===== src/design/kbd_settings.svh =====
`ifndef KBD_SETTINGS_SVH
`define KBD_SETTINGS_SVH

// event FIFO entries, a power of two
`define KBD_FIFO_DEPTH 8

// register map
`define KBD_ADDR_CTRL   2'd0
`define KBD_ADDR_STATUS 2'd1
`define KBD_ADDR_DATA   2'd2
`define KBD_ADDR_ERRCNT 2'd3

// saturating frame error counter
`define KBD_ERRCNT_WIDTH 8

`endif


===== src/design/ps2_pkg.sv =====
package ps2_pkg;

    // one byte as carried by a PS/2 frame
    typedef logic [7:0] byte_t;

    // index of the data bit being shifted in
    typedef logic [2:0] bit_cnt_t;

    // receiver frame states
    // the start bit is taken in IDLE, the eight data bits in DATA
    typedef enum logic [1:0] {
        IDLE   = 2'b00,
        DATA   = 2'b01,
        PARITY = 2'b10,
        STOP   = 2'b11
    } ps2_state_t;

endpackage


===== src/design/kbd_pkg.sv =====
package kbd_pkg;

    // final scancode byte of a key, set 2
    typedef logic [7:0] keycode_t;

    // key event word
    // bit 9 released, bit 8 extended, bits 7:0 keycode
    typedef logic [9:0] key_event_t;

    // register port
    typedef logic [1:0]  reg_addr_t;
    typedef logic [15:0] reg_data_t;

    // prefix tracking in the scancode decoder
    typedef enum logic [1:0] {
        NORMAL   = 2'b00,
        GOT_E0   = 2'b01,
        GOT_F0   = 2'b10,
        GOT_E0F0 = 2'b11
    } dec_state_t;

endpackage


===== src/design/ps2_rx.sv =====
`timescale 1ns/10ps

module ps2_rx
    import ps2_pkg::*;
(
    input  logic  clk_i,
    input  logic  reset_i,
    input  logic  ps2_clk_async_i,
    input  logic  ps2_data_async_i,
    output byte_t data_o,
    output logic  valid_o,
    output logic  error_o
);

    // two-flop synchronizers, the clock gets one more flop for edge history
    logic [2:0] clk_sync_r;
    logic [1:0] data_sync_r;
    logic       fall_r;
    logic       ps2_data;

    ps2_state_t state_r;
    bit_cnt_t   bit_cnt_r;
    byte_t      shift_r;
    logic       parity_r;

    always_ff @(posedge clk_i) begin
        if (reset_i) begin
            clk_sync_r  <= 3'b111;
            data_sync_r <= 2'b11;
            fall_r      <= 1'b0;
        end else begin
            clk_sync_r  <= {clk_sync_r[1:0], ps2_clk_async_i};
            data_sync_r <= {data_sync_r[0], ps2_data_async_i};
            // registered falling edge strobe
            fall_r      <= clk_sync_r[2] && !clk_sync_r[1];
        end
    end

    // data line is stable around the falling edge
    assign ps2_data = data_sync_r[1];

    // frame FSM
    always_ff @(posedge clk_i) begin
        if (reset_i) begin
            state_r   <= IDLE;
            bit_cnt_r <= '0;
            parity_r  <= 1'b0;
            valid_o   <= 1'b0;
            error_o   <= 1'b0;
        end else begin
            valid_o <= 1'b0;
            error_o <= 1'b0;
            if (fall_r) begin
                case (state_r)
                    IDLE: begin
                        // start bit must be low
                        if (!ps2_data) begin
                            state_r   <= DATA;
                            bit_cnt_r <= '0;
                            parity_r  <= 1'b0;
                        end
                    end
                    DATA: begin
                        parity_r  <= parity_r ^ ps2_data;
                        bit_cnt_r <= bit_cnt_r + 1'b1;
                        if (bit_cnt_r == '1) begin
                            state_r <= PARITY;
                        end
                    end
                    PARITY: begin
                        // odd parity over data bits and parity bit
                        if (parity_r ^ ps2_data) begin
                            state_r <= STOP;
                        end else begin
                            error_o <= 1'b1;
                            state_r <= IDLE;
                        end
                    end
                    STOP: begin
                        state_r <= IDLE;
                        if (ps2_data) begin
                            valid_o <= 1'b1;
                        end else begin
                            error_o <= 1'b1;
                        end
                    end
                    default: begin
                        state_r <= IDLE;
                    end
                endcase
            end
        end
    end

    // LSB arrives first, so shift in from the top
    always_ff @(posedge clk_i) begin
        if (fall_r && (state_r == DATA)) begin
            shift_r <= {ps2_data, shift_r[7:1]};
        end
    end

    // shift register holds the byte until the next frame's data bits
    assign data_o = shift_r;

    // a frame ends either good or bad, never both
    a_valid_error_excl: assert property (
        @(posedge clk_i) disable iff (reset_i)
        !(valid_o && error_o)
    );

endmodule


===== src/design/scancode_decoder.sv =====
`timescale 1ns/10ps

module scancode_decoder
    import ps2_pkg::*;
    import kbd_pkg::*;
(
    input  logic       clk_i,
    input  logic       reset_i,
    input  logic       enable_i,
    input  byte_t      byte_i,
    input  logic       byte_valid_i,
    output key_event_t event_o,
    output logic       event_valid_o
);

    // set 2 prefix bytes
    localparam byte_t PREFIX_EXT   = 8'hE0;
    localparam byte_t PREFIX_BREAK = 8'hF0;

    dec_state_t state_r;
    logic       released;
    logic       extended;
    logic       take_byte;

    assign take_byte = enable_i && byte_valid_i;

    // flags collected so far
    assign released = (state_r == GOT_F0) || (state_r == GOT_E0F0);
    assign extended = (state_r == GOT_E0) || (state_r == GOT_E0F0);

    always_ff @(posedge clk_i) begin
        if (reset_i) begin
            state_r       <= NORMAL;
            event_valid_o <= 1'b0;
        end else begin
            event_valid_o <= 1'b0;
            if (!enable_i) begin
                state_r <= NORMAL;
            end else if (take_byte) begin
                if (byte_i == PREFIX_EXT) begin
                    // E0 adds the extended flag
                    if (state_r == GOT_F0) begin
                        state_r <= GOT_E0F0;
                    end else if (state_r == NORMAL) begin
                        state_r <= GOT_E0;
                    end
                end else if (byte_i == PREFIX_BREAK) begin
                    // F0 adds the released flag
                    if (state_r == GOT_E0) begin
                        state_r <= GOT_E0F0;
                    end else if (state_r == NORMAL) begin
                        state_r <= GOT_F0;
                    end
                end else begin
                    // final byte closes the sequence
                    event_valid_o <= 1'b1;
                    state_r       <= NORMAL;
                end
            end
        end
    end

    // event payload
    always_ff @(posedge clk_i) begin
        if (take_byte && (byte_i != PREFIX_EXT) && (byte_i != PREFIX_BREAK)) begin
            event_o <= {released, extended, keycode_t'(byte_i)};
        end
    end

    // events come only from a byte one cycle earlier
    a_event_after_byte: assert property (
        @(posedge clk_i) disable iff (reset_i)
        event_valid_o |-> $past(byte_valid_i)
    );

endmodule


===== src/design/key_fifo.sv =====
`timescale 1ns/10ps
`include "kbd_settings.svh"

module key_fifo
    import kbd_pkg::*;
(
    input  logic       clk_i,
    input  logic       reset_i,
    input  logic       push_i,
    input  key_event_t push_data_i,
    input  logic       pop_i,
    output key_event_t head_o,
    output logic       empty_o,
    output logic       overflow_o
);

    localparam int DEPTH = `KBD_FIFO_DEPTH;
    localparam int PTR_W = $clog2(DEPTH);

    key_event_t       mem [DEPTH];
    logic [PTR_W-1:0] rd_ptr_r;
    logic [PTR_W-1:0] wr_ptr_r;
    logic [PTR_W:0]   count_r;
    logic             full;
    logic             do_pop;
    logic             do_push;

    assign empty_o = (count_r == '0);
    assign full    = (count_r == DEPTH[PTR_W:0]);
    assign do_pop  = pop_i && !empty_o;
    // a pop in the same cycle frees a slot
    assign do_push = push_i && (!full || do_pop);

    always_ff @(posedge clk_i) begin
        if (reset_i) begin
            rd_ptr_r   <= '0;
            wr_ptr_r   <= '0;
            count_r    <= '0;
            overflow_o <= 1'b0;
        end else begin
            overflow_o <= push_i && !do_push;
            if (do_push) begin
                wr_ptr_r <= wr_ptr_r + 1'b1;
            end
            if (do_pop) begin
                rd_ptr_r <= rd_ptr_r + 1'b1;
            end
            count_r <= count_r + (PTR_W+1)'(do_push) - (PTR_W+1)'(do_pop);
        end
    end

    always_ff @(posedge clk_i) begin
        if (do_push) begin
            mem[wr_ptr_r] <= push_data_i;
        end
    end

    assign head_o = mem[rd_ptr_r];

    a_count_bound: assert property (
        @(posedge clk_i) disable iff (reset_i)
        count_r <= DEPTH
    );

endmodule


===== src/design/kbd_regs.sv =====
`timescale 1ns/10ps
`include "kbd_settings.svh"

module kbd_regs
    import kbd_pkg::*;
(
    input  logic       clk_i,
    input  logic       reset_i,
    input  logic       sel_i,
    input  logic       we_i,
    input  reg_addr_t  addr_i,
    input  reg_data_t  wdata_i,
    output reg_data_t  rdata_o,
    input  key_event_t fifo_head_i,
    input  logic       fifo_empty_i,
    input  logic       fifo_overflow_i,
    input  logic       rx_error_i,
    output logic       fifo_pop_o,
    output logic       enable_o,
    output logic       irq_o
);

    localparam int ERR_W = `KBD_ERRCNT_WIDTH;
    localparam int EV_W  = $bits(key_event_t);

    logic             ctrl_enable_r;
    logic             ctrl_irq_en_r;
    logic             overflow_r;
    logic             frame_error_r;
    logic [ERR_W-1:0] errcnt_r;
    logic             wr;
    logic             rd;

    assign wr = sel_i && we_i;
    assign rd = sel_i && !we_i;

    // reading DATA consumes the head entry
    assign fifo_pop_o = rd && (addr_i == `KBD_ADDR_DATA) && !fifo_empty_i;

    always_ff @(posedge clk_i) begin
        if (reset_i) begin
            ctrl_enable_r <= 1'b0;
            ctrl_irq_en_r <= 1'b0;
            overflow_r    <= 1'b0;
            frame_error_r <= 1'b0;
            errcnt_r      <= '0;
            irq_o         <= 1'b0;
        end else begin
            if (wr && (addr_i == `KBD_ADDR_CTRL)) begin
                ctrl_enable_r <= wdata_i[0];
                ctrl_irq_en_r <= wdata_i[1];
            end
            // a new event wins over write-1-to-clear on sticky bits
            if (fifo_overflow_i) begin
                overflow_r <= 1'b1;
            end else if (wr && (addr_i == `KBD_ADDR_STATUS) && wdata_i[1]) begin
                overflow_r <= 1'b0;
            end
            if (rx_error_i) begin
                frame_error_r <= 1'b1;
            end else if (wr && (addr_i == `KBD_ADDR_STATUS) && wdata_i[2]) begin
                frame_error_r <= 1'b0;
            end
            // saturating error count
            if (wr && (addr_i == `KBD_ADDR_ERRCNT)) begin
                errcnt_r <= '0;
            end else if (rx_error_i && (errcnt_r != '1)) begin
                errcnt_r <= errcnt_r + 1'b1;
            end
            irq_o <= ctrl_irq_en_r && !fifo_empty_i;
        end
    end

    assign enable_o = ctrl_enable_r;

    always_comb begin
        rdata_o = '0;
        case (addr_i)
            `KBD_ADDR_CTRL:   rdata_o[1:0] = {ctrl_irq_en_r, ctrl_enable_r};
            `KBD_ADDR_STATUS: rdata_o[2:0] = {frame_error_r, overflow_r, !fifo_empty_i};
            `KBD_ADDR_DATA: begin
                if (!fifo_empty_i) begin
                    rdata_o[EV_W-1:0] = fifo_head_i;
                end
            end
            default:          rdata_o[ERR_W-1:0] = errcnt_r;
        endcase
    end

    // the FIFO flags overflow only while it holds entries
    a_overflow_not_empty: assert property (
        @(posedge clk_i) disable iff (reset_i)
        fifo_overflow_i |-> !fifo_empty_i
    );

endmodule


===== src/design/kbd_top.sv =====
`timescale 1ns/10ps

module kbd_top (
    input  logic               clk_i,
    input  logic               reset_i,
    input  logic               ps2_clk_i,
    input  logic               ps2_data_i,
    input  logic               sel_i,
    input  logic               we_i,
    input  kbd_pkg::reg_addr_t addr_i,
    input  kbd_pkg::reg_data_t wdata_i,
    output kbd_pkg::reg_data_t rdata_o,
    output logic               irq_o
);

    ps2_pkg::byte_t      rx_byte;
    logic                rx_valid;
    logic                rx_error;
    kbd_pkg::key_event_t ev_data;
    logic                ev_valid;
    kbd_pkg::key_event_t fifo_head;
    logic                fifo_empty;
    logic                fifo_overflow;
    logic                fifo_pop;
    logic                ctrl_enable;

    ps2_rx rx0 (
        .clk_i            (clk_i),
        .reset_i          (reset_i),
        .ps2_clk_async_i  (ps2_clk_i),
        .ps2_data_async_i (ps2_data_i),
        .data_o           (rx_byte),
        .valid_o          (rx_valid),
        .error_o          (rx_error)
    );

    scancode_decoder dec0 (
        .clk_i         (clk_i),
        .reset_i       (reset_i),
        .enable_i      (ctrl_enable),
        .byte_i        (rx_byte),
        .byte_valid_i  (rx_valid),
        .event_o       (ev_data),
        .event_valid_o (ev_valid)
    );

    key_fifo fifo0 (
        .clk_i       (clk_i),
        .reset_i     (reset_i),
        .push_i      (ev_valid),
        .push_data_i (ev_data),
        .pop_i       (fifo_pop),
        .head_o      (fifo_head),
        .empty_o     (fifo_empty),
        .overflow_o  (fifo_overflow)
    );

    kbd_regs regs0 (
        .clk_i           (clk_i),
        .reset_i         (reset_i),
        .sel_i           (sel_i),
        .we_i            (we_i),
        .addr_i          (addr_i),
        .wdata_i         (wdata_i),
        .rdata_o         (rdata_o),
        .fifo_head_i     (fifo_head),
        .fifo_empty_i    (fifo_empty),
        .fifo_overflow_i (fifo_overflow),
        .rx_error_i      (rx_error),
        .fifo_pop_o      (fifo_pop),
        .enable_o        (ctrl_enable),
        .irq_o           (irq_o)
    );

endmodule


===== config.mk =====
export PLATFORM = sky130hd
export DESIGN_NAME = kbd_top
export DESIGN_NICKNAME = d
export VERILOG_FILES = /design/src/design/ps2_pkg.sv /design/src/design/kbd_pkg.sv /design/src/design/ps2_rx.sv /design/src/design/scancode_decoder.sv /design/src/design/key_fifo.sv /design/src/design/kbd_regs.sv /design/src/design/kbd_top.sv
export VERILOG_INCLUDE_DIRS = /design/src /design/src/design
export SDC_FILE = /design/constraint.sdc
export NUM_CORES = 1
export LEC_CHECK = 0
export BUFFER_PORTS_ARGS = -buffer_cell sky130_fd_sc_hd__buf_2
export CORE_MARGIN = 2
export CORE_UTILIZATION = 55
export CTS_CLUSTER_SIZE = 20
export DETAILED_ROUTE_END_ITERATION = 10
export PLACE_DENSITY = 0.84
export SYNTH_ARGS = -nofsm -noshare
export SYNTH_HDL_FRONTEND = slang
export SYNTH_HIERARCHICAL = 1
export SYNTH_SLANG_ARGS = --single-unit

===== constraint.sdc =====
create_clock -name clk_i -period 8.8 [get_ports clk_i]
set_input_delay 0.44 -clock clk_i [delete_from_list [all_inputs] [get_ports clk_i]]
set_output_delay 0.44 -clock clk_i [all_outputs]
set_load 0.01 [all_outputs]

After elaboration in Yosys (flattened, before gate mapping) --
Memory sizes are Yosys's and may differ from the RTL's. A register that Yosys moved wholly into a read port is not among the register bits. Cells that the tools add are included.
Word-level totals: flip-flop bits (word level) 59, bits in latches 0, RAM bits 80, memory bits (read-only) 0, input bits 24, output and inout bits 17, memories 1
Cells by class: add/subtract/negate cells 6, multipliers 0, div/mod/pow operators 0, magnitude comparators 0, equal/unequal tests 20, shift-type cells 0, multiplexer cells 32, bitwise logic cells 5, reduce and logical (&&, ||, !) cells 43
Memory list:
- fifo0.mem | depth 8, width 10, rd ports 1, clocked after memory_dff 1, write ports 1, RTL line key_fifo.sv:20 | key_event_t mem [DEPTH];
Operator list (count):
- inequality test 8 bit (second input constant) | 3
- two-way mux 2 bit | 10
- logical AND 1 bit | 19
- == test 8 bit (second input constant) | 2
- == test 2 bit (second input constant) | 6
- two-way mux 1 bit | 11
- two-way mux 10 bit | 1
- one-hot mux 5 bit (2 select lines) | 1
- adder 3 x 1 -> 3 bit (second input constant) | 3
- two-way mux 3 bit | 3
- AND reduction 3 bit | 3
- adder 8 x 1 -> 8 bit (second input constant) | 1
- one-hot mux 2 bit (4 select lines) | 1
- OR reduction 2 bit | 4
- == test 2 x 1 -> 1 bit (second input constant) | 3
- logical NOT 2 bit | 3
- one-hot mux 2 bit (3 select lines) | 1
- one-hot mux 3 bit (2 select lines) | 1
- nonzero test 2 bit | 3
- logical NOT 1 bit | 5
- adder 4 x 1 -> 4 bit | 1
- == test 4 bit (second input constant) | 1
- logical NOT 4 bit | 1
- inequality test 4 x 2 -> 1 bit (second input constant) | 1
- other kinds (12) | 18

Logic depth before layout (Yosys ltp) --
Gate-level depths: netlist of run 1.
depth in word-level cells 9, gate-level depth with buffers 14

By module --
Netlist of run 1, hierarchy kept.
By module, submodules not included:
- key_fifo | times used 1, cells each 207, area an instance 3794.9 um^2
- kbd_regs | times used 1, cells each 106, area an instance 904.6 um^2
- ps2_rx | times used 1, cells each 71, area an instance 848.3 um^2
- scancode_decoder | times used 1, cells each 26, area an instance 451.7 um^2

Worst setup path after synthesis of run 1 --
Ideal clock, no wire load.
path kind flip-flop to flip-flop, start register fifo0.count_r[2], end memory fifo0/mem[0][0] in the netlist's numbering (enable), setup time 404 ps, arrival 2737 ps, required time 8396 ps, path slack 5659 ps, stages on the path, launching flop included 10, period minus slack after synthesis 3141 ps, cell sequence dfxtp_1 inv_1 ha_1 nor3b_1 nor2_1 buf_2 and4b_1 nor2b_1 nor2_1 nor4_1
On the way: cells in the longest elaborated chain, start to end 8, elaborated cells between the ends (all ways) 10
Ends and longest elaborated chain:
- start, declared | RTL line key_fifo.sv:23 | logic [PTR_W:0] count_r;
- start signal, assigned | RTL line key_fifo.sv:48 | count_r <= count_r + (PTR_W+1)'(do_push) - (PTR_W+1)'(do_pop);
- logical NOT 4 bit | RTL line key_fifo.sv:28 | assign empty_o = (count_r == '0);
- via fifo_empty | RTL line kbd_top.sv:22 | logic fifo_empty;
- logical NOT 1 bit | RTL line kbd_regs.sv:38 | assign fifo_pop_o = rd && (addr_i == `KBD_ADDR_DATA) && !fifo_empty_i;
- logical AND 1 bit | RTL line kbd_regs.sv:38
- via fifo_pop | RTL line kbd_top.sv:24 | logic fifo_pop;
- logical AND 1 bit | RTL line key_fifo.sv:30 | assign do_pop = pop_i && !empty_o;
- logical OR 1 bit | RTL line key_fifo.sv:32 | assign do_push = push_i && (!full || do_pop);
- logical AND 1 bit | RTL line key_fifo.sv:32
- two-way mux 1 bit | RTL line key_fifo.sv:53 | if (do_push) begin
- two-way mux 1 bit (not written as such) | RTL line key_fifo.sv:54 | mem[wr_ptr_r] <= push_data_i;
- end, declared | RTL line key_fifo.sv:20
The timed path passes the listed nets, and every way through them passes these cells.

Final worst setup path of run 1 --
start register fifo0.count_r[2], end memory fifo0/mem[2][0] in the netlist's numbering (enable)
The elaborated chain is that of the path after synthesis.

==> impl_metrics.csv, run 1 <==
group,metric,value,unit
finish,final_cell_mix,"edfxtp_1, dfxtp_1, nand2_1, buf_2",
synth,syn_inst,410,
worst_hold_path,hp-class,"input port to register",
timing,tightest_slew,1.063,ns
pwr,power_frac_clock,0.501,
global_routing,met1_usage,0.2548,
synth,avgSynthCellArea,14.63,um2
setup_path,worst-setup-path-type,"register to register",
global_routing,use_met3,0.05304,
placed_design,io_buffers,21,
finish,drive_above_1_share,0.2629,
clocking,hold_buffers,0,
detailed_routing,antenna_left,0,
die,io_pins,41,
setup_path,cp.required,8.93,ns
die,rows,38,
placed_design,gp_congestion,0.8166,
status,status,"finished, final reports clean",
pwr,swShare,0.1907,
clocking,clk_pin_slew,0.06,ns
detailed_routing,vias_per_cell,6.031,
clocking,cts_resized,0,
placed_design,dp.cells,553,
die,die_w,108.4,um
clocking,cts_setup_buffers,0,
timing,grt_setup_unrepaired,"no",
global_routing,grt_pass1_vias,3484,
placed_design,dp_hpwl,6.983,mm
timing,fin_crit,3.936,ns
job,max_cap_viol_count,0,
clocking,clock-sinks,142,
finish,areaGrowthSynthToFinish,13.76,%
die,fp.dieArea,11760,um2
die,start_util,0.5583,
timing,slew_violations,0,
global_routing,grt.busiest_layer,"met2",
pwr,p_per_area,214.0,nW/um2
synth,ys_types,66,
timing,skew,0.01014,ns
global_routing,grt_util_met2,0.3496,
die,fp.dieH,108.4,um
global_routing,grt-ovfl-total,0,
die,coreArea,10750,um2
clocking,htree_levels,4,
setup_path,crit_path_start_kind,"register",
detailed_routing,route.detailed.drc,0,
clocking,cts_made_buffers,17,
timing,relSlewSlack,0.2873,
pwr,leakage,2.276,nW
finish,fin_area,6825,um2
pwr,internal-power,1.182,mW
clocking,clock_path_buffers,2,
pwr,p_switching,278.5,uW
global_routing,grt_max_degree,41,
pwr,ir_drop,0.0001378,V
timing,fmax,254.1,MHz
finish,fin_util,0.6352,
detailed_routing,vias,3528,
global_routing,grt_pass1_wl,17.96,mm
finish,fin_cells,585,
clocking,cts_tree,"yes",
timing,post-route-period-util,0.4473,
global_routing,grtUsageTotal,0.2082,
synth,yosys_warnings,6,
synth,synth-seq-cells,142,
synth,async_flop_share,0,
detailed_routing,wirelength,11.37,mm
setup_path,cp_max_fo,11,
detailed_routing,wl_per_cell,19.44,um
setup_path,arrival,4.07,ns
synth,syn_area,6000,um2
finish,layout_commonest_cell,"edfxtp_1",
synth,seq_area_frac_synth,0.6373,
finish,antenna_cells,0,
synth,synth_edf_count,98,
clocking,cts_root_buf,"clkbuf_8",
detailed_routing,drtIter0Drc,254,
timing,hold_viol,0,
timing,setup-violations-final,0,
placed_design,placed_area,6203,um2
pwr,pwr-share-comb,0.013,
synth,synth_flop_cell,"edfxtp_1",
setup_path,crit_path_end_kind,"register",
finish,nets,467,
timing,finalSetupTns,0,ns
global_routing,antenna_found_initial,0,
pwr,seqPwrFrac,0.486,
clocking,insertion_delay,0.52,ns
detailed_routing,drtPass1Iterations,5,
==> power by group through the flow <==
stage          logic, mW  registers (mW)  clock network [mW]
2_1_floorplan     0.0165           0.722                   0
3_3_place_gp      0.0180           0.724                   0
3_5_place_dp      0.0188           0.724                   0
4_1_cts           0.0192           0.710               0.743
5_1_grt           0.0215           0.710               0.771
6_report          0.0193           0.710               0.731
==> state kept, by name (all words and copies together) (netlist names), 2 cells and up, named ones only <==
| signal | cells |
|---|---|
| dec0/state_r | 2 |
| dec0/event_o | 10 |
| rx0/data_o | 8 |
| rx0/clk_sync_r | 3 |
| fifo0/rd_ptr_r | 3 |
| rx0/bit_cnt_r | 3 |
| fifo0/wr_ptr_r | 3 |
| rx0/data_sync_r | 2 |
| fifo0/mem | 80 |
| regs0/errcnt_r | 8 |
| fifo0/count_r | 4 |
| rx0/state_r | 2 |
==> layer usage <==
metal  vias up  wire (um)
li1       1610          -
met4         0        212
met1      1754       4581
met5         -          0
met2       140       5945
met3        24        635
==> logic make-up (layout without fill, tap and decap cells) <==
| group | count (synthesis) | count (layout) | synth area share |
|---|---|---|---|
| AO/OA/AOI/OAI | 60 | 60 | 0.06778 |
| XOR/XNOR | 3 | 3 | 0.004380 |
| adder cells (fa/ha/maj) | 11 | 11 | 0.02419 |
| buffers and inverters | 42 | 72 | 0.03670 |
| flip-flops | 142 | 142 | 0.6373 |
| multiplexers | 39 | 39 | 0.1093 |
| other | 1 | 6 | 0.0006251 |
| AND/OR/NAND/NOR | 112 | 112 | 0.1197 |
==> synth_stat cells (3+ instances only) <==
cell type / n / area [um2]
mux4_2: 20 / 450.4
nor3b_1: 5 / 37.54
nand2_1: 21 / 78.83
inv_1: 16 / 60.06
nor4b_1: 3 / 26.28
and3b_2: 3 / 30.03
mux2i_1: 7 / 70.07
edfxtp_1: 98 / 2943
a22oi_1: 8 / 60.06
nand4_1: 3 / 18.77
buf_4: 7 / 52.55
nor4_1: 3 / 18.77
nor2b_1: 12 / 75.07
and3_1: 4 / 25.02
nand2b_1: 8 / 50.05
dfxtp_1: 44 / 880.8
ha_1: 10 / 125.1
clkbuf_1: 9 / 33.78
or2_2: 5 / 31.28
nand3_1: 3 / 15.01
buf_2: 4 / 20.02
nor3_1: 9 / 45.04
nor2_1: 10 / 37.54
a21oi_1: 20 / 100.1
mux2_2: 12 / 135.1
o21ai_0: 15 / 75.07
buf_6: 4 / 45.04
==> final cells by class <==
type / instances / area, um2
clock buffer: 21 / 471.7
clock inverter: 11 / 150.1
fill: 743 / 3920
inverter: 16 / 60.06
multi-input combinational: 231 / 2017
sequential: 142 / 3824
tap: 140 / 175.2
timing repair buffer: 24 / 127.6
==> critical path, cell delays in order, from the launching register on <==
cell	delay, ns
dfxtp_1	0.31
inv_1	0.07
ha_1	0.22
nor3b_1	0.21
nor2_1	0.61
and4b_1	0.38
nor2b_1	0.46
o21ai_0	0.37
nor3_2	0.93
==> path summary, 6_finish.rpt <==
check        depth (start not counted)          startpoint            endpoint  slack (ns)
max reg2reg                          8    fifo0/count_r[2]     fifo0/mem[2][0]        4.86
min                                  2          ps2_data_i  rx0/data_sync_r[0]        0.10
min reg2reg                          1  rx0/data_sync_r[0]  rx0/data_sync_r[1]        0.41
max                                  8    fifo0/count_r[2]     fifo0/mem[2][0]        4.86
==> per-stage QoR <==
step	total power, mW	hold WS [ns]	worst slack (ns)
finish	1.461	0.1023	4.864
CTS	1.472	0.08199	4.995
floorplan	0.7386	0.3895	5.659
global route	1.503	0.08960	4.690
global placement	0.7417	0.3919	5.173
detailed placement	0.7428	0.3984	5.080
No activity file was read; power rests on OpenSTA's default activity.
==> run 2: changes to the inputs <==
Clock period 8.8 ns to 4.08 ns, I/O delays scaled along.
==> run 2 against run 1 <==
Net effect: clock skew decreased by 0.00078 ns; die area unchanged; sequential power is 120% higher; via count increased by 0.62%; cell count is 1.7% higher; sequential cell count stayed put; wire length grew 2.6%; global-route usage grew 0.47 points; critical path type unchanged; highest routed layer unchanged.
==> impl_metrics.csv, run 2 (synthesized netlist as in run 1, its figures left out) <==
group,metric,value,unit
global_routing,antenna_found_initial,0,
timing,setup-violations-final,0,
timing,slew_violations,0,
global_routing,grt_pass1_wl,18.39,mm
pwr,power,3.151,mW
finish,final_cell_mix,"edfxtp_1, dfxtp_1, nand2_1, buf_2",
timing,hold_viol,0,
finish,antenna_cells,0,
die,fp.dieH,108.4,um
finish,drive_above_1_share,0.2593,
detailed_routing,vias,3550,
detailed_routing,antenna_left,0,
detailed_routing,wl_per_cell,19.62,um
finish,fin_cells,595,
global_routing,grt_max_degree,41,
global_routing,grt_pass1_vias,3549,
die,fp.dieArea,11760,um2
timing,holdWs,0.2166,ns
global_routing,grtUsageTotal,0.2129,
finish,regMostFlops,"fifo0/mem",
finish,layout_commonest_cell,"edfxtp_1",
setup_path,cp.required,4.45,ns
status,status,"finished, final reports clean",
timing,grt_setup_unrepaired,"no",
die,start_util,0.5583,
finish,largest_reg_flops,80,
clocking,cts_made_buffers,17,
detailed_routing,top_layer,"met4",
pwr,pwr-share-comb,0.014,
detailed_routing,route.detailed.drc,0,
global_routing,grt-ovfl-total,0,
die,rows,38,
timing,tightest_slew,0.9695,ns
detailed_routing,drtPass1Iterations,5,
pwr,p_switching,620.6,uW
clocking,cts_root_buf,"clkbuf_8",
clocking,htree_levels,4,
setup_path,arrival,3.90,ns
placed_design,dp.cells,559,
setup_path,crit_path_start_kind,"register",
pwr,internal-power,2.531,mW
detailed_routing,dr_wl_met2,6.154,mm
die,coreArea,10750,um2
clocking,clock-sinks,142,
clocking,insertion_delay,0.52,ns
pwr,swShare,0.1969,
clocking,clock_path_buffers,2,
detailed_routing,met3_length,792,um
pwr,power_frac_clock,0.500,
timing,finalSetupTns,0,ns
placed_design,gp_congestion,0.8346,
worst_hold_path,hp-class,"input port to register",
setup_path,rrSetupSlack,0.55,ns
detailed_routing,vias_per_cell,5.966,
timing,skew,0.009363,ns
die,die_w,108.4,um
clocking,cts_tree,"yes",
clocking,clk_pin_slew,0.06,ns
job,max_cap_viol_count,0,
pwr,leakage,2.323,nW
finish,areaGrowthSynthToFinish,14.52,%
placed_design,io_buffers,21,
setup_path,crit_path_end_kind,"register",
timing,fmax,283.1,MHz
setup_path,worst-setup-path-type,"register to register",
timing,fin_crit,3.533,ns
detailed_routing,wirelength,11.68,mm
pwr,ir_drop,0.0004085,V
finish,nFillCells,735,
pwr,seqPwrFrac,0.486,
detailed_routing,drtIter0Drc,324,
detailed_routing,met1_length,4.527,mm
die,io_pins,41,
finish,nets,477,
timing,relSlewSlack,0.3528,
timing,post-route-period-util,0.8659,
setup_path,cp_max_fo,11,
pwr,p_per_area,458.6,nW/um2
finish,reg_top3,"fifo0/mem x80, dec0/event_o x10",
placed_design,dp_hpwl,6.982,mm
==> run 2: worst max-delay path, cell delays in order, from the launching register on <==
cell	delay [ns]
dfxtp_1	0.31
inv_1	0.06
ha_1	0.21
nor3b_1	0.21
nor2_1	0.63
and4b_1	0.39
nor2b_1	0.48
mux2i_1	0.25
ha_1	0.19
inv_1	0.05
fa_1	0.37
xor2_1	0.16
nor2_1	0.06
==> run 2: repair_timing <==
item / 4_1_cts / 5_1_grt
resized for setup: 0 / 0
hold buffers: 4 / 0
hold endpoints to repair: 4 / 0
setup buffers: 0 / 0
==> run 2: worst paths after layout <==
check                           from  cells after the start            endpoint
setup / recovery    fifo0/count_r[2]                     12    fifo0/count_r[2]
hold reg to reg   rx0/data_sync_r[0]                      1  rx0/data_sync_r[1]
setup reg to reg    fifo0/count_r[2]                     12    fifo0/count_r[2]
hold / removal               reset_i                      2    fifo0/count_r[1]
==> run 2: final cells by class <==
class / instances / area (um2) / area share
multi-input cells: 231 / 1987 / 0.2892
well taps: 140 / 175.2 / 0.02550
clock inverters: 12 / 155.1 / 0.02258
repair buffers: 34 / 212.7 / 0.03096
clock buffers: 20 / 456.7 / 0.06647
flip-flops and latches: 142 / 3824 / 0.5565
inverters: 16 / 60.06 / 0.008742
==> run 2: routing by layer <==
layer,vias to the layer above,track usage
li1,1618,-
met1,1763,0.2613
met2,145,0.3625
met3,24,0.05726
met4,0,0.07692
met5,-,0
==> run 2: power groups by stage <==
stage / combinational [mW] / sequential (mW) / clock, mW
CTS: 0.0443 / 1.53 / 1.59
finish: 0.0452 / 1.53 / 1.57
detailed placement: 0.0403 / 1.56 / 0
floorplan: 0.0356 / 1.56 / 0
global placement: 0.0386 / 1.56 / 0
global route: 0.0491 / 1.53 / 1.64
==> run 2: through the flow <==
step	setup WS (ns)	util	cell area [um2]
5_1_grt	0.3238	0.6394	6870
3_3_place_gp	0.7770	0.5787	6218
2_1_floorplan	0.9394	-	6018
4_1_cts	0.5922	0.6394	6870
3_5_place_dp	0.6172	0.5787	6218
6_report	0.5473	0.6394	6870
